===== src/design/hmc_bringup_macros.svh =====
// HMC bring-up supervisor constants
// Synchronizer depth, link count, counter widths and the
// bit positions that mark timeout, retry end and POST threshold
`ifndef HMC_BRINGUP_MACROS_SVH
`define HMC_BRINGUP_MACROS_SVH

// Flops per synchronizer chain
`define HMC_SYNC_DEPTH     4

// Link2 and link3 on the mezzanine
`define HMC_NUM_LINKS      2

`define HMC_FLIT_CNT_W     16

// Training watchdog, 1024 cycles to timeout
`define HMC_TIMEOUT_W      12
`define HMC_TIMEOUT_BIT    10

// Retry reset length, 16 cycles
`define HMC_RETRY_LEN_W    5
`define HMC_RETRY_BIT      4

// POST needs 256 flits on each link
`define HMC_POST_FLIT_BIT  8

`endif


===== src/design/hmc_bringup_pkg.sv =====
// HMC bring-up supervisor types
// Counter vectors, per-link bit vector and the watchdog FSM states
`include "hmc_bringup_macros.svh"

package hmc_bringup_pkg;

  // Received-flit or error-flit count
  typedef logic [`HMC_FLIT_CNT_W-1:0] flit_cnt_t;

  // One bit per link, bit 0 link2, bit 1 link3
  typedef logic [`HMC_NUM_LINKS-1:0] link_vec_t;

  // Link training watchdog
  typedef logic [`HMC_TIMEOUT_W-1:0] timeout_cnt_t;

  // Length of the retry reset pulse
  typedef logic [`HMC_RETRY_LEN_W-1:0] retry_cnt_t;

  typedef enum logic [1:0] {
    WAIT_TRAIN,   // Links still training
    RETRY,        // Retry reset driven
    TRAINED       // Both links up
  } train_state_t;

endpackage


===== src/design/hmc_bringup_top.sv =====
// Top level of the HMC bring-up supervisor
// Synchronizer stage, training watchdog and POST monitor in a chain,
// with the retry reset fed back into the soft reset terms
`timescale 1ns/1ps

module hmc_bringup_top (
  input  logic                       USER_CLK,
  input  logic                       hmc_resetRRRR,   // Mezzanine reset, already synchronous
  input  logic                       user_rst_i,      // Raw user reset
  input  hmc_bringup_pkg::link_vec_t qpll_lock_i,
  input  hmc_bringup_pkg::link_vec_t open_hmc_done_i,
  input  hmc_bringup_pkg::flit_cnt_t rx_flit_cnt_link2_i,
  input  hmc_bringup_pkg::flit_cnt_t rx_flit_cnt_link3_i,
  input  hmc_bringup_pkg::flit_cnt_t rx_err_cnt_link2_i,
  input  hmc_bringup_pkg::flit_cnt_t rx_err_cnt_link3_i,
  output hmc_bringup_pkg::link_vec_t soft_reset_link_o,
  output logic                       soft_reset_o,
  output logic                       retry_rst_o,
  output logic                       post_done_o,
  output logic                       post_ok_o
);
  import hmc_bringup_pkg::*;

  logic      user_rst_s;   // User reset in USER_CLK
  link_vec_t trained_s;    // Synchronized training done per link

  //----------------------------------------
  // Synchronizers and soft resets
  //----------------------------------------
  hmc_sync_stage u_sync (
    .USER_CLK          (USER_CLK),
    .hmc_resetRRRR     (hmc_resetRRRR),
    .user_rst_i        (user_rst_i),
    .qpll_lock_i       (qpll_lock_i),
    .open_hmc_done_i   (open_hmc_done_i),
    .retry_rst_i       (retry_rst_o),        // Watchdog feedback
    .user_rst_o        (user_rst_s),
    .trained_o         (trained_s),
    .soft_reset_link_o (soft_reset_link_o),
    .soft_reset_o      (soft_reset_o)
  );

  //----------------------------------------
  // Training watchdog
  //----------------------------------------
  hmc_train_watchdog u_watchdog (
    .USER_CLK      (USER_CLK),
    .hmc_resetRRRR (hmc_resetRRRR),
    .user_rst_i    (user_rst_s),
    .trained_i     (trained_s),
    .retry_rst_o   (retry_rst_o)
  );

  //----------------------------------------
  // POST verdict
  //----------------------------------------
  hmc_post_monitor u_post (
    .USER_CLK            (USER_CLK),
    .hmc_resetRRRR       (hmc_resetRRRR),
    .user_rst_i          (user_rst_s),
    .rx_flit_cnt_link2_i (rx_flit_cnt_link2_i),
    .rx_flit_cnt_link3_i (rx_flit_cnt_link3_i),
    .rx_err_cnt_link2_i  (rx_err_cnt_link2_i),
    .rx_err_cnt_link3_i  (rx_err_cnt_link3_i),
    .post_done_o         (post_done_o),
    .post_ok_o           (post_ok_o)
  );

endmodule


===== src/design/hmc_post_monitor.sv =====
// POST verdict for the HMC bring-up supervisor
// POST done from the per-link received-flit counts, POST OK from
// done with clean error counts, synchronized and latched on its
// rising edge
`timescale 1ns/1ps
`include "hmc_bringup_macros.svh"

module hmc_post_monitor (
  input  logic                       USER_CLK,
  input  logic                       hmc_resetRRRR,
  input  logic                       user_rst_i,
  input  hmc_bringup_pkg::flit_cnt_t rx_flit_cnt_link2_i,
  input  hmc_bringup_pkg::flit_cnt_t rx_flit_cnt_link3_i,
  input  hmc_bringup_pkg::flit_cnt_t rx_err_cnt_link2_i,
  input  hmc_bringup_pkg::flit_cnt_t rx_err_cnt_link3_i,
  output logic                       post_done_o,
  output logic                       post_ok_o
);
  import hmc_bringup_pkg::*;

  logic                       post_done_c;
  logic                       post_ok_c;
  logic [`HMC_SYNC_DEPTH-1:0] post_ok_q;
  logic                       post_ok_sync_d;   // Last chain stage, one cycle late
  logic                       post_ok_rise;

  //----------------------------------------
  // POST conditions
  //----------------------------------------
  // Enough flits seen on both links
  assign post_done_c = rx_flit_cnt_link2_i[`HMC_POST_FLIT_BIT] &
                       rx_flit_cnt_link3_i[`HMC_POST_FLIT_BIT];

  assign post_ok_c = post_done_c &&
                     (rx_err_cnt_link2_i == flit_cnt_t'(0)) &&
                     (rx_err_cnt_link3_i == flit_cnt_t'(0));

  always_ff @(posedge USER_CLK) begin
    if (hmc_resetRRRR) begin
      post_done_o <= 1'b0;
    end else begin
      post_done_o <= post_done_c;
    end
  end

  //----------------------------------------
  // POST OK sync and latch
  //----------------------------------------
  assign post_ok_rise = post_ok_q[`HMC_SYNC_DEPTH-1] & ~post_ok_sync_d;

  always_ff @(posedge USER_CLK) begin
    if (hmc_resetRRRR || user_rst_i) begin
      post_ok_q      <= '0;
      post_ok_sync_d <= 1'b0;
      post_ok_o      <= 1'b0;
    end else begin
      post_ok_q      <= {post_ok_q[`HMC_SYNC_DEPTH-2:0], post_ok_c};
      post_ok_sync_d <= post_ok_q[`HMC_SYNC_DEPTH-1];
      // Sticky once set, later errors do not clear it
      if (post_ok_rise) begin
        post_ok_o <= 1'b1;
      end
    end
  end

endmodule


===== src/design/hmc_sync_stage.sv =====
// Reset synchronization for the HMC bring-up supervisor
// Builds the per-link and combined soft reset terms and passes them,
// the user reset and the link-training done levels through
// four-flop chains into USER_CLK
`timescale 1ns/1ps
`include "hmc_bringup_macros.svh"

module hmc_sync_stage (
  input  logic                       USER_CLK,
  input  logic                       hmc_resetRRRR,
  input  logic                       user_rst_i,
  input  hmc_bringup_pkg::link_vec_t qpll_lock_i,
  input  hmc_bringup_pkg::link_vec_t open_hmc_done_i,
  input  logic                       retry_rst_i,
  output logic                       user_rst_o,
  output hmc_bringup_pkg::link_vec_t trained_o,
  output hmc_bringup_pkg::link_vec_t soft_reset_link_o,
  output logic                       soft_reset_o
);
  import hmc_bringup_pkg::*;

  link_vec_t soft_term;      // Per-link soft reset, not yet synchronized
  logic      soft_term_any;

  logic      [`HMC_SYNC_DEPTH-1:0] user_rst_q;
  logic      [`HMC_SYNC_DEPTH-1:0] soft_any_q;
  link_vec_t                       trained_q   [`HMC_SYNC_DEPTH];
  link_vec_t                       soft_link_q [`HMC_SYNC_DEPTH];

  //----------------------------------------
  // Soft reset terms
  //----------------------------------------
  // Lost lock, user reset or watchdog retry holds a link in reset
  assign soft_term = ~qpll_lock_i | {`HMC_NUM_LINKS{user_rst_i | retry_rst_i}};
  assign soft_term_any = |soft_term;

  //----------------------------------------
  // Synchronizer chains
  //----------------------------------------
  always_ff @(posedge USER_CLK) begin
    if (hmc_resetRRRR) begin
      user_rst_q <= '0;
      soft_any_q <= '0;
      for (int i = 0; i < `HMC_SYNC_DEPTH; i++) begin
        trained_q[i]   <= '0;
        soft_link_q[i] <= '0;
      end
    end else begin
      user_rst_q     <= {user_rst_q[`HMC_SYNC_DEPTH-2:0], user_rst_i};
      soft_any_q     <= {soft_any_q[`HMC_SYNC_DEPTH-2:0], soft_term_any};
      trained_q[0]   <= open_hmc_done_i;
      soft_link_q[0] <= soft_term;
      for (int i = 1; i < `HMC_SYNC_DEPTH; i++) begin
        trained_q[i]   <= trained_q[i-1];
        soft_link_q[i] <= soft_link_q[i-1];
      end
    end
  end

  // Last stage of each chain
  assign user_rst_o        = user_rst_q[`HMC_SYNC_DEPTH-1];
  assign soft_reset_o      = soft_any_q[`HMC_SYNC_DEPTH-1];
  assign trained_o         = trained_q[`HMC_SYNC_DEPTH-1];
  assign soft_reset_link_o = soft_link_q[`HMC_SYNC_DEPTH-1];

endmodule


===== src/design/hmc_train_watchdog.sv =====
// Link-training watchdog for the HMC bring-up supervisor
// Counts cycles until both links report training done and
// issues a fixed-length retry reset when the timeout expires
`timescale 1ns/1ps
`include "hmc_bringup_macros.svh"

module hmc_train_watchdog (
  input  logic                       USER_CLK,
  input  logic                       hmc_resetRRRR,
  input  logic                       user_rst_i,
  input  hmc_bringup_pkg::link_vec_t trained_i,
  output logic                       retry_rst_o
);
  import hmc_bringup_pkg::*;

  train_state_t state_q;
  timeout_cnt_t timeout_cnt_q;
  retry_cnt_t   retry_cnt_q;
  retry_cnt_t   retry_cnt_nxt;
  logic         both_trained;

  assign both_trained = &trained_i;

  // Look ahead so the retry pulse ends after exactly 16 cycles
  assign retry_cnt_nxt = retry_cnt_q + retry_cnt_t'(1);

  //----------------------------------------
  // Watchdog FSM
  //----------------------------------------
  always_ff @(posedge USER_CLK) begin
    if (hmc_resetRRRR || user_rst_i) begin
      state_q       <= WAIT_TRAIN;
      timeout_cnt_q <= '0;
      retry_cnt_q   <= '0;
      retry_rst_o   <= 1'b0;
    end else begin
      case (state_q)
        WAIT_TRAIN: begin
          if (both_trained) begin
            state_q       <= TRAINED;
            timeout_cnt_q <= '0;
          end else if (timeout_cnt_q[`HMC_TIMEOUT_BIT]) begin
            // Training took too long, kick both links
            state_q     <= RETRY;
            retry_cnt_q <= '0;
            retry_rst_o <= 1'b1;
          end else begin
            timeout_cnt_q <= timeout_cnt_q + timeout_cnt_t'(1);
          end
        end

        RETRY: begin
          if (retry_cnt_nxt[`HMC_RETRY_BIT]) begin
            state_q       <= WAIT_TRAIN;   // Start a fresh training window
            retry_rst_o   <= 1'b0;
            retry_cnt_q   <= '0;
            timeout_cnt_q <= '0;
          end else begin
            retry_cnt_q <= retry_cnt_nxt;
          end
        end

        TRAINED: begin
          // A link dropped out, watch again
          if (!both_trained) begin
            state_q <= WAIT_TRAIN;
          end
        end

        default: begin
          state_q     <= WAIT_TRAIN;
          retry_rst_o <= 1'b0;
        end
      endcase
    end
  end

endmodule


===== config.mk =====
export PLATFORM = sky130hd
export DESIGN_NAME = hmc_bringup_top
export DESIGN_NICKNAME = d
export VERILOG_FILES = /design/src/design/hmc_bringup_pkg.sv /design/src/design/hmc_bringup_top.sv /design/src/design/hmc_post_monitor.sv /design/src/design/hmc_sync_stage.sv /design/src/design/hmc_train_watchdog.sv
export VERILOG_INCLUDE_DIRS = /design/src /design/src/design
export SDC_FILE = /design/constraint.sdc
export NUM_CORES = 1
export LEC_CHECK = 0
export BUFFER_PORTS_ARGS = -buffer_cell sky130_fd_sc_hd__buf_2
export CORE_ASPECT_RATIO = 1.2
export CORE_MARGIN = 2
export CORE_UTILIZATION = 40
export DETAILED_ROUTE_END_ITERATION = 12
export GPL_ROUTABILITY_DRIVEN = 0
export PLACE_DENSITY = 0.77
export SYNTH_ARGS = -nofsm -noshare
export SYNTH_HDL_FRONTEND = slang
export SYNTH_SLANG_ARGS = --single-unit

===== constraint.sdc =====
create_clock -name USER_CLK -period 1.8 [get_ports USER_CLK]
set_clock_uncertainty 0.05 [all_clocks]
set_input_delay 0.54 -clock USER_CLK [delete_from_list [all_inputs] [get_ports USER_CLK]]
set_output_delay 0.54 -clock USER_CLK [all_outputs]
set_load 0.02 [all_outputs]

# Word-level counts from Yosys, hierarchy flattened
# Memories as Yosys holds them, arrays and structs flattened.
# Index checks and enable logic that the tools add are counted.
# totals
ram_bits,16
wordCells,80
n_memories,2
inputBits,71
reg_bits,35
# memory_table
name,depth,width,rd,rd_ports_with_merged_regs,write_ports,line_no,text
u_sync.soft_link_q,4,2,4,0,4,hmc_sync_stage.sv:28,link_vec_t soft_link_q [`HMC_SYNC_DEPTH];
u_sync.trained_q,4,2,4,0,4,hmc_sync_stage.sv:27,link_vec_t trained_q [`HMC_SYNC_DEPTH];
# op_classes
n_mux,28
n_bitwise,15
add_sub_neg,2
n_reduce_logical,14
eq_ne,8
# op_table
cell,count
2-to-1 mux 12 bit,3
zero test 16 bit,2
2-to-1 mux 2 bit,12
one-hot mux 12 bit (2 select lines),1
adder 12 x 1 -> 12 bit (second input constant),1
2-to-1 mux 5 bit,2
one-hot mux 5 bit (2 select lines),1
bitwise OR 1 bit,9
AND reduction 3 bit,3
2-to-1 mux 1 bit,6
one-hot mux 2 bit (3 select lines),1
adder 5 x 1 -> 5 bit (second input constant),1
2-to-1 mux 4 bit,1
!= test 2 x 1 -> 1 bit (second input constant),2
!= test 2 bit (second input constant),2
AND reduction 2 bit,2
AND reduction 4 bit,1
!= test 3 x 1 -> 1 bit (second input constant),1
!= test 3 bit (second input constant),1
one-hot mux 1 bit (3 select lines),1
AND 1 bit,2
== test 2 x 1 -> 1 bit (second input constant),1
== test 2 bit (second input constant),1
logical AND 1 bit,2
7 further kinds,8

# Depth between registers and ports, before layout
# Gate-level depths: netlist (run 1).
# logic_depth
ltp_word,4
depth_mapped,6

# By module
# A second synthesis (run 1) with hierarchy kept.
# unflattened
cells_unflattened,180
hier_area_um2,1809.2
# by_module_without_submodules
module,area_per_inst_um2,cells_each,instances,seq_area_each_um2
hmc_train_watchdog,874.6,100,1,360.3
hmc_sync_stage,658.1,51,1,480.5
hmc_post_monitor,276.5,29,1,140.1

# Worst setup path before layout (run 1)
# OpenSTA, ideal clock, no wires.
# synth_timing
path_kind,register -> register
from,register u_watchdog.retry_cnt_q[0]
to,register u_watchdog.timeout_cnt_q[7]
setup_time_ps,70
synth_period_minus_slack_ps,1729
slack_ps,71
t_arrival_ps,1609
path_stages_with_launch,6
n_path_buf,0
path_cell_list,dfxtp_1 -> ha_1 -> nand3_2 -> a221o_1 -> or4_1 -> a21oi_1
# synth_between
elab_chain_len,3
# synth_rtl
element,line_no,text
from (decl),hmc_train_watchdog.sv:18,retry_cnt_t retry_cnt_q;
from (signal assigned),hmc_train_watchdog.sv:59,retry_cnt_q <= retry_cnt_nxt;
adder 5 x 1 -> 5 bit,hmc_train_watchdog.sv:25,assign retry_cnt_nxt = retry_cnt_q + retry_cnt_t'(1);
!= test 2 x 1 -> 1 bit (no source line),n/a,
AND reduction 3 bit (no source line),n/a,
to (signal assigned),hmc_train_watchdog.sv:48,timeout_cnt_q <= timeout_cnt_q + timeout_cnt_t'(1);
to (decl),hmc_train_watchdog.sv:17,timeout_cnt_t timeout_cnt_q;
# No other way between the ends.
# A chain may end at the register's enable or synchronous reset.

# Final worst setup path (run 1)
# layout_timing
from,register u_watchdog.retry_cnt_q[1]
to,register u_watchdog.timeout_cnt_q[7]
# The elaborated chain is that of the path after synthesis.

==> results of run 1 <==
==> stage by stage <==
step | power (mW) | utilization [%] | area [um2] | std cells | worst slack [ps]
final | 1.931 | 51.63 | 2337 | 313 | 93.08
after global routing | 2.013 | 51.63 | 2337 | 313 | 11.08
after CTS | 1.955 | 50.94 | 2306 | 313 | 24.71
after detailed placement | 1.286 | 48.76 | 2207 | 305 | 28.49
after global placement | 1.281 | 48.76 | 2207 | 305 | 50.36
after floorplan | 1.217 | - | 1849 | 196 | 71.21
==> flip-flops by register name (all words and copies together) (netlist names) <==
name,count
u_post.post_done_o,1
u_post.post_ok_o,1
u_post.post_ok_q,4
u_post.post_ok_sync_d,1
u_sync.soft_any_q,4
u_sync.soft_link_q,8
u_sync.trained_q,8
u_sync.user_rst_q,4
u_watchdog.retry_cnt_q,4
u_watchdog.retry_rst_o,1
u_watchdog.state_q,2
u_watchdog.timeout_cnt_q,11
==> Yosys cell counts, drive strengths merged <==
library cell | instances | area [um2]
a21boi | 1 | 7.510
buf | 5 | 27.53
clkbuf | 2 | 7.510
dfxtp | 49 | 980.9
a221oi | 1 | 8.760
a21oi | 12 | 60.06
inv | 7 | 26.28
o211ai | 1 | 7.510
nor3 | 5 | 25.02
a221o | 1 | 10.01
nand2 | 7 | 26.28
nor2 | 17 | 63.81
xnor2 | 1 | 8.760
nand3b | 1 | 7.510
and3 | 4 | 26.28
nand3 | 9 | 50.05
nor2b | 22 | 137.6
and4 | 1 | 8.760
and2 | 6 | 37.54
nand4b | 1 | 8.760
a21o | 1 | 7.510
nor4bb | 1 | 10.01
nor4b | 1 | 15.01
or4 | 1 | 7.510
nor3b | 1 | 7.510
or3 | 3 | 18.77
ha | 2 | 25.02
o311ai | 1 | 8.760
mux2 | 2 | 22.52
a211o | 1 | 8.760
nand4 | 5 | 31.28
o31ai | 2 | 15.01
a22oi | 5 | 37.54
a31oi | 1 | 6.260
nor4 | 8 | 50.05
or2 | 1 | 6.260
o21ai | 7 | 35.03
==> logic make-up (layout without fill, tap and decap cells) <==
group | count (synthesis) | after routing | share of synthesized area [%]
flops | 49 | 49 | 53.04
simple gates | 94 | 94 | 29.09
buf+inv | 14 | 73 | 3.316
fa+ha+maj | 2 | 2 | 1.353
xor+xnor | 1 | 1 | 0.4737
mux | 2 | 2 | 1.218
compound gates | 34 | 34 | 11.50
==> worst reg2reg max path, delay by kind of cell (launching register included) <==
family	cells	cell delay, ps
adder cells (fa/ha/maj)	1	140
AO/OA/AOI/OAI	2	490
AND/OR/NAND/NOR	2	610
flip-flops	1	370
==> power by group through the flow <==
| stage | Sequential, mW | Clock (mW) | Combinational [mW] |
|---|---|---|---|
| floorplan | 1.16 | 0 | 0.0584 |
| global placement | 1.16 | 0 | 0.123 |
| detailed placement | 1.16 | 0 | 0.126 |
| CTS | 1.14 | 0.693 | 0.127 |
| global route | 1.14 | 0.729 | 0.143 |
| finish | 1.14 | 0.671 | 0.125 |
==> path summary, 6_finish.rpt <==
| kind | end | cells after the start | slack (ps) | startpoint |
|---|---|---|---|---|
| max reg2reg | u_watchdog.timeout_cnt_q[7]$_SDFFE_PP0P_ | 5 | 90 | u_watchdog.retry_cnt_q[1]$_SDFFE_PP0P_ |
| min reg2reg | u_post.post_ok_q[3]$_SDFF_PP0_ | 1 | 380 | u_post.post_ok_q[2]$_SDFF_PP0_ |
| max | u_watchdog.timeout_cnt_q[7]$_SDFFE_PP0P_ | 5 | 90 | u_watchdog.retry_cnt_q[1]$_SDFFE_PP0P_ |
| min | u_sync.soft_link_q[0][0]$_SDFF_PP0_ | 2 | 360 | qpll_lock_i[0] |
==> area by class of cell <==
type | count | share of cell area, %
Timing Repair Buffer | 58 | 13.87
Multi-Input combinational cell | 133 | 35.76
Clock inverter | 3 | 1.124
Inverter | 7 | 1.124
Clock buffer | 5 | 2.944
Tap cell | 58 | 3.105
Sequential cell | 49 | 42.08
==> metal layers <==
metal  GRT usage [%]  share of wire [%]
met1           16.73                 42
met5               0                  0
met4           6.735                2.0
met3           4.298                6.4
met2           24.65                 50
==> repair_timing <==
item / CTS / global route
pin swaps: 0 / 2
gates resized for setup: 2 / 7
endpoints found under the setup margin: 1 / 5
==> layout by cell type (no fill, tap or decap), drive strengths merged, types with 4 or more instances in the layout <==
master,count
buf,58
clkbuf,5
nor2b,22
and3,4
dfxtp,49
nor4,8
nand4,5
nor3,5
nand2,7
inv,10
nand3,9
and2,6
a21oi,12
nor2,17
o21ai,7
a22oi,5
==> metrics.cfg, run 1 <==
[sta]
max-slew-margin-rel_pct = 61.37
actual_slew_at_the_worst_max_slew_pin_ps = 579.5
max_clock_freq_mhz = 585.9
post-route-min-period_ps = 1707
final.setup.tns_ps = 0
final-hold-violation-count = 0
rsz0062_at_grt = no
finalMaxSlewViolations = 0
finalCritPeriodShare_pct = 94.83
fin_worst_hold_slack_ps = 364.1
setup_viol_count_final = 0

[floorplanning]
floorplan.rows = 27
die_area_um2 = 5186
fp.coreArea_um2 = 4527
floorplan.die.width_um = 66.07
starting_utilization_of_the_core_area_pct = 40.85
pin_count = 77
die_height_um = 78.49

[placed_design]
dp.final_hpwl_um = 2583
io_buffers = 46

[final_layout]
final.fill_count = 438
seqCellArea_um2 = 983.4
multi_input_comb_area_um2 = 835.8
design.final.nets = 327
area_delta_synth_final_pct = 26.39
antenna-diode-count = 0
drive_gt1_share_pct = 30.98

[global_route]
globalRouteTotalUtil_pct = 14.59
grt_pass1_wl_um = 5940
via_count_of_the_first_global_routing_pass = 1464
antenna_found_initial = 0
largest_net_degree_at_the_start_of_global_routing = 27
final_global_route_overflow_total = 0

[yosys]
seq_area_frac_synth_pct = 53.04
synth-warning-count = 0
number_of_different_library_cells_in_the_post_synthesis_netlist = 40
postSynthRegisterBits = 49
syn_inst = 196
mean_area_per_synthesized_cell_um2 = 9.435
synth.cell_area_um2 = 1849
synth_fp_nets = 269

[power]
power.switching_fraction_pct = 23.73
pwrdens_nw_per_um2 = 826.3
static-leakage-power_nw = 0.9538
ir_drop_mv = 0.6644
share_seq_of_total_power_pct = 58.8
p_int_mw = 1.473
p_clk_share_pct = 34.7
netSwitchingPower_uw = 458.2
pwr-share-comb_pct = 6.5

[cts]
cts_htree_levels = 2
numCtsBuffers = 5
clk_pin_slew_worst_paths_ps = 100
clock_buffer_depth = 2
post-cts-setup-buffers = 0
cts_hold_bufs = 0
root_buffer = sky130_fd_sc_hd__clkbuf_8
worst_skew_pair.late_latency_ps = 300
cts_tree = built
cts.sink_count = 49

[worst_setup_path]
cp.required_ps = 2000
worst_path_dominant_cell_family = simple AND/OR/NAND/NOR gates
worstPathMaxFanout = 3
endpoint_kind = flop
crit_path_buffers_inverters = 0
setup.worst_path.class = flop to flop
worst_path_max_delay_cell = sky130_fd_sc_hd__or4_4
crit_path_launch_type = flop
timing.critical_path.cells = ha_4, nand3_2, a221o_1, or4_4, a21oi_2
cpPeakStageDelay_ps = 520
worst-endpoint-arrival_ps = 1900

[route]
initialDrtViolationCount = 55
via_per_inst = 5.099
ant_nets = 0
route.vias.total = 1596
wl_um = 3430
first_drt_pass_iteration_count = 4
detail_route.wl_per_cell_um = 10.96
drc = 0

[hold_path]
timing.hold.worst.class = input port to flop

[job]
reported_max_cap_violation_count = 0

[status]
outcome = completed

(Power assumes the default switching activity.)
==> run 2, diff against run 1 <==
--- a/config.mk
+++ b/config.mk
@@ -8,11 +8,11 @@
 export LEC_CHECK = 0
 export BUFFER_PORTS_ARGS = -buffer_cell sky130_fd_sc_hd__buf_2
 export CORE_ASPECT_RATIO = 1.2
-export CORE_MARGIN = 2
-export CORE_UTILIZATION = 40
+export CORE_MARGIN = 10
+export CORE_UTILIZATION = 42
 export DETAILED_ROUTE_END_ITERATION = 12
 export GPL_ROUTABILITY_DRIVEN = 0
-export PLACE_DENSITY = 0.77
+export PLACE_DENSITY = 0.74
 export SYNTH_ARGS = -nofsm -noshare
 export SYNTH_HDL_FRONTEND = slang
 export SYNTH_SLANG_ARGS = --single-unit
==> run 2 against run 1 <==
  * Combinational power hardly changed
  * Sequential share of layout area is 0.69 points lower
  * Flip-flop and latch count stayed put
  * Power is 5.5% higher
  * Clock-buffer cell count stayed put
  * Cell area is 1.7% higher
  * Critical endpoint is now u_watchdog.timeout_cnt_q[3]$_SDFFE_PP0P_
  * Largest cell class unchanged
==> metrics.cfg, run 2 (same netlist as run 1, synthesis figures left out) <==
[sta]
post-route-min-period_ps = 1749
final-hold-violation-count = 0
max_clock_freq_mhz = 571.8
fin_worst_hold_slack_ps = 370.8
final.setup.tns_ps = 0
finalMaxSlewViolations = 0
setup_viol_count_final = 0
finalCritPeriodShare_pct = 97.16
postLayoutSetupSlackWorst_ps = 51.18
rsz0062_at_grt = yes
actual_slew_at_the_worst_max_slew_pin_ps = 443.4
max-slew-margin-rel_pct = 70.13

[worst_setup_path]
endpoint_kind = flop
setup.worst_path.class = flop to flop
cp.required_ps = 1990
crit_path_end = u_watchdog.timeout_cnt_q[3]$_SDFFE_PP0P_
worst-endpoint-arrival_ps = 1940
worstPathMaxFanout = 4
critPathLaunch = u_watchdog.retry_cnt_q[1]$_SDFFE_PP0P_
crit-reg2reg-launch = u_watchdog.retry_cnt_q[1]$_SDFFE_PP0P_
reg2reg_depth = 6
rrSetupSlack_ps = 50
worst_r2r_endpoint = u_watchdog.timeout_cnt_q[3]$_SDFFE_PP0P_
crit_path_launch_type = flop

[global_route]
largest_net_degree_at_the_start_of_global_routing = 27
antenna_found_initial = 0
grt_pass1_wl_um = 6851
globalRouteTotalUtil_pct = 11.43
via_count_of_the_first_global_routing_pass = 1592
final_global_route_overflow_total = 0

[cts]
worst_skew_pair.late_latency_ps = 300
cts_tree = built
cts_htree_levels = 2
clk_pin_slew_worst_paths_ps = 90
cts.sink_count = 49
root_buffer = sky130_fd_sc_hd__clkbuf_8
clock_buffer_depth = 2
numCtsBuffers = 5

[floorplanning]
floorplan.die.width_um = 80.58
pin_count = 77
fp.coreArea_um2 = 4262
die_area_um2 = 7469
die_height_um = 92.69
floorplan.rows = 26
starting_utilization_of_the_core_area_pct = 43.39

[final_layout]
layout.cells.most_common = sky130_fd_sc_hd__dfxtp_1
area_delta_synth_final_pct = 28.48
drive_gt1_share_pct = 31.40
antenna-diode-count = 0
mostFrequentLayoutCells = sky130_fd_sc_hd__dfxtp_1, sky130_fd_sc_hd__buf_2, sky130_fd_sc_hd__nor2b_1, sky130_fd_sc_hd__nor2_1, sky130_fd_sc_hd__buf_4
largest_registers = u_watchdog.timeout_cnt_q x11, u_sync.soft_link_q x8, u_sync.trained_q x8
design.final.nets = 330
largest_reg_flops = 11
largest_register = u_watchdog.timeout_cnt_q
layout.cells.non_filler = 314

[route]
wl_um = 4059
first_drt_pass_iteration_count = 4
via_per_inst = 5.045
drc = 0
initialDrtViolationCount = 57
route.vias.total = 1584
detail_route.wl_per_cell_um = 12.93
ant_nets = 0

[hold_path]
timing.hold.worst.class = input port to flop

[power]
power_mw = 2.038
static-leakage-power_nw = 0.9696
pwrdens_nw_per_um2 = 857.6
ir_drop_mv = 0.6769

[status]
outcome = completed

[placed_design]
post-place-ws_ps = 2.648
cell_count_after_placement = 305
dp.final_hpwl_um = 3146
io_buffers = 46

[job]
reported_max_cap_violation_count = 0

==> run 2: cell types whose count changed in the layout (fill, tap and decap cells not counted) <==
| cell | before | now |
|---|---|---|
| sky130_fd_sc_hd__clkinv_4 | 0 | 1 |
| sky130_fd_sc_hd__or3_4 | 1 | 0 |
| sky130_fd_sc_hd__bufinv_16 | 0 | 1 |
| sky130_fd_sc_hd__buf_4 | 11 | 13 |
| sky130_fd_sc_hd__buf_6 | 1 | 2 |
| sky130_fd_sc_hd__inv_6 | 3 | 0 |
| sky130_fd_sc_hd__or3_1 | 2 | 3 |
| sky130_fd_sc_hd__clkinvlp_4 | 0 | 1 |
==> run 2: stage by stage <==
stage                     util (%)  area, um2
final                        55.75       2376
after global routing         55.75       2376
after CTS                    54.79       2335
after detailed placement     52.08       2220
after global placement       52.08       2220
after floorplan                  -       1849
==> run 2: worst min-delay path by stage <==
stage	start	depth (start not counted)	end
finish	qpll_lock_i[0]	2	u_sync.soft_link_q[0][0]$_SDFF_PP0_
global route	qpll_lock_i[1]	2	u_sync.soft_link_q[0][1]$_SDFF_PP0_
CTS	qpll_lock_i[0]	2	u_sync.soft_link_q[0][0]$_SDFF_PP0_
detailed placement	u_post.post_ok_q[1]$_SDFF_PP0_	1	u_post.post_ok_q[2]$_SDFF_PP0_
global placement	u_post.post_ok_q[2]$_SDFF_PP0_	1	u_post.post_ok_q[3]$_SDFF_PP0_
floorplan	u_post.post_ok_q[0]$_SDFF_PP0_	1	u_post.post_ok_q[1]$_SDFF_PP0_
==> run 2: final cells by class <==
type / count / area [um2]
multi-input combinational: 133 / 830.8
fill: 396 / 1886
timing repair buffer: 61 / 350.3
clock inverter: 3 / 46.29
tap: 56 / 70.07
inverter: 7 / 26.28
sequential: 49 / 983.4
clock buffer: 5 / 68.82
==> run 2: report_power, final <==
part           total, mW  leakage [nW]  switching [mW]  internal [mW]
registers           1.14         0.401          0.0190           1.12
logic              0.127         0.515          0.0591         0.0680
clock network      0.775        0.0543           0.359          0.416
total               2.04         0.970           0.438           1.60
==> run 2: critical path, stage by stage, from the launching register on <==
cell and delay, ps:
sky130_fd_sc_hd__dfxtp_2 360, sky130_fd_sc_hd__ha_4 140, sky130_fd_sc_hd__nand3_2 80, sky130_fd_sc_hd__a221o_1 450, sky130_fd_sc_hd__buf_6 160, sky130_fd_sc_hd__or3_1 330
sky130_fd_sc_hd__a21oi_1 120
==> run 2: what timing repair did <==
action,in CTS,in global routing
hold buffers,0,0
setup buffers,0,1
setup endpoints to repair,3,4
gates resized for setup,0,9
pin swaps,1,6
==> run 2: layer usage <==
layer	up-vias	global-route usage (%)	part of all wire, %
met4	0	4.412	1.3
met2	50	19.68	49
li1	814	-	-
met5	-	0	0
met3	6	5.803	8.5
met1	714	11.29	42
==> run 3, diff against run 2 <==
==> constraint.sdc (replaced) <==
create_clock -name USER_CLK -period 1.49 [get_ports USER_CLK]
set_clock_uncertainty 0.05 [all_clocks]
set_input_delay 0.447 -clock USER_CLK [delete_from_list [all_inputs] [get_ports USER_CLK]]
set_output_delay 0.447 -clock USER_CLK [all_outputs]
set_load 0.02 [all_outputs]
==> run 3 against run 2 <==
  * Highest routed layer unchanged
  * First-iteration DRC count fell by 5.3%
  * Utilization rose by 5.6 points
  * Register-to-register slack got worse by 230 ps
  * Critical endpoint is now u_watchdog.timeout_cnt_q[7]$_SDFFE_PP0P_
  * Hold slack got worse by 100 ps
  * The run now ends with setup timing left
==> metrics.cfg, run 3 (same netlist as run 1, synthesis figures left out) <==
[power]
netSwitchingPower_uw = 578.6
power.switching_fraction_pct = 24.28
p_int_mw = 1.804
pwr-share-comb_pct = 7.8
p_clk_share_pct = 34.7
power_mw = 2.383
share_seq_of_total_power_pct = 57.5
ir_drop_mv = 0.7455
pwrdens_nw_per_um2 = 911.2
static-leakage-power_nw = 1.082

[job]
reported_max_cap_violation_count = 0

[placed_design]
dp.final_hpwl_um = 3219
cell_count_after_placement = 316
io_buffers = 46

[cts]
clk_pin_slew_worst_paths_ps = 90
numCtsBuffers = 5
cts.sink_count = 49
cts_tree = built
cts_hold_bufs = 0
cts_htree_levels = 2
root_buffer = sky130_fd_sc_hd__clkbuf_8
worst_skew_pair.late_latency_ps = 310
clock_buffer_depth = 2

[hold_path]
timing.hold.worst.class = input port to flop

[status]
outcome = complete, but fails checks
violations = setup timing

[final_layout]
largest_reg_flops = 11
largest_register = u_watchdog.timeout_cnt_q
antenna-diode-count = 0
drive_gt1_share_pct = 40.88
final.fill_count = 357
design.final.nets = 346
mostFrequentLayoutCells = sky130_fd_sc_hd__buf_2, sky130_fd_sc_hd__dfxtp_1, sky130_fd_sc_hd__buf_4, sky130_fd_sc_hd__nor2b_1, sky130_fd_sc_hd__nor2_1
area_delta_synth_final_pct = 41.41
layout.cells.most_common = sky130_fd_sc_hd__buf_2
layout.cells.non_filler = 330
largest_registers = u_watchdog.timeout_cnt_q x11, u_sync.soft_link_q x8, u_sync.trained_q x8
end_of_flow_core_utilization_pct = 61.36
seqCellArea_um2 = 985.9
multi_input_comb_area_um2 = 954.7

[worst_setup_path]
worstPathMaxFanout = 6
worst_path_dominant_cell_family = compound AO/OA/AOI/OAI gates
worst_path_max_delay_cell = sky130_fd_sc_hd__or4_4
worst-endpoint-arrival_ps = 1870
cpPeakStageDelay_ps = 430
crit_path_buffers_inverters = 0
cp.required_ps = 1690
crit_path_launch_type = flop
timing.critical_path.cells = ha_4, nand3_4, a221o_2, or4_4, a21oi_2
setup.worst_path.class = flop to flop
endpoint_kind = flop

[sta]
actual_slew_at_the_worst_max_slew_pin_ps = 333.8
max-slew-margin-rel_pct = 77.44
postLayoutSetupSlackWorst_ps = -180.6
post-route-min-period_ps = 1671
final-hold-violation-count = 0
rsz0062_at_grt = yes
max_clock_freq_mhz = 598.6
finalCritPeriodShare_pct = 112.1
setup_viol_count_final = 10
finalMaxSlewViolations = 0

[route]
detail_route.wl_per_cell_um = 13.36
drc = 0
wl_um = 4409
ant_nets = 0
via_per_inst = 5.152
first_drt_pass_iteration_count = 4
route.vias.total = 1700
initialDrtViolationCount = 54

[floorplanning]
floorplan.rows = 26
fp.coreArea_um2 = 4262
die_area_um2 = 7469
starting_utilization_of_the_core_area_pct = 43.39
die_height_um = 92.69
pin_count = 77
floorplan.die.width_um = 80.58

[global_route]
antenna_found_initial = 0
globalRouteTotalUtil_pct = 12.72
largest_net_degree_at_the_start_of_global_routing = 27
via_count_of_the_first_global_routing_pass = 1812
final_global_route_overflow_total = 0
grt_pass1_wl_um = 7693

run 3: final timing paths:
kind,from,to,slack [ps],cells after the start
max,u_watchdog.retry_cnt_q[0]$_SDFFE_PP0P_,u_watchdog.timeout_cnt_q[7]$_SDFFE_PP0P_,-180,5
min,qpll_lock_i[0],u_sync.soft_link_q[0][0]$_SDFF_PP0_,270,2
max reg2reg,u_watchdog.retry_cnt_q[0]$_SDFFE_PP0P_,u_watchdog.timeout_cnt_q[7]$_SDFFE_PP0P_,-180,5
min reg2reg,u_post.post_ok_q[2]$_SDFF_PP0_,u_post.post_ok_q[3]$_SDFF_PP0_,380,1
run 3: worst reg2reg max path, stage by stage, from the launching register on:
cell and delay, ps:
sky130_fd_sc_hd__dfxtp_2 370, sky130_fd_sc_hd__ha_4 150, sky130_fd_sc_hd__nand3_4 80, sky130_fd_sc_hd__a221o_2 420, sky130_fd_sc_hd__or4_4 430, sky130_fd_sc_hd__a21oi_2 120
run 3: area by class of cell:
cell class / instances / area share, %
multi-input combinational: 133 / 36.51
clock inverter: 3 / 1.100
timing repair buffer: 77 / 18.37
inverter: 7 / 1.005
sequential: 49 / 37.70
tap: 56 / 2.679
clock buffer: 5 / 2.632
run 3: power by group through the flow:
stage	Clock, mW	Combinational (mW)	Sequential, mW
2_1_floorplan	0	0.0778	1.40
3_5_place_dp	0	0.169	1.40
3_3_place_gp	0	0.164	1.40
6_report	0.828	0.185	1.37
4_1_cts	0.859	0.174	1.37
5_1_grt	0.912	0.209	1.38
run 3: through the flow:
stage	setup slack [ps]	setup TNS [ps]	hold WS [ps]	area, um2
6_report	-180.6	-1042	267.3	2615
4_1_cts	-210.5	-1263	254.0	2515
3_5_place_dp	-216.2	-1219	364.4	2328
5_1_grt	-215.9	-1713	261.6	2615
3_3_place_gp	-173.1	-1099	359.1	2328
2_1_floorplan	-65.46	-265.0	355.7	1894
run 3: metal layers:
layer	vias to the layer above	track usage, %	part of all wire (%)
met5	-	0	0
met1	790	13.35	40
met3	8	5.609	8.0
li1	843	-	-
met2	59	21.28	50
met4	0	5.588	1.4
run 3: repair_timing:
action                     in CTS  in global routing
pin swaps                       9                  6
hold endpoints to repair        0                  0
buffers inserted                4                  3
gates resized for setup        17                 17
setup endpoints to repair      10                 13
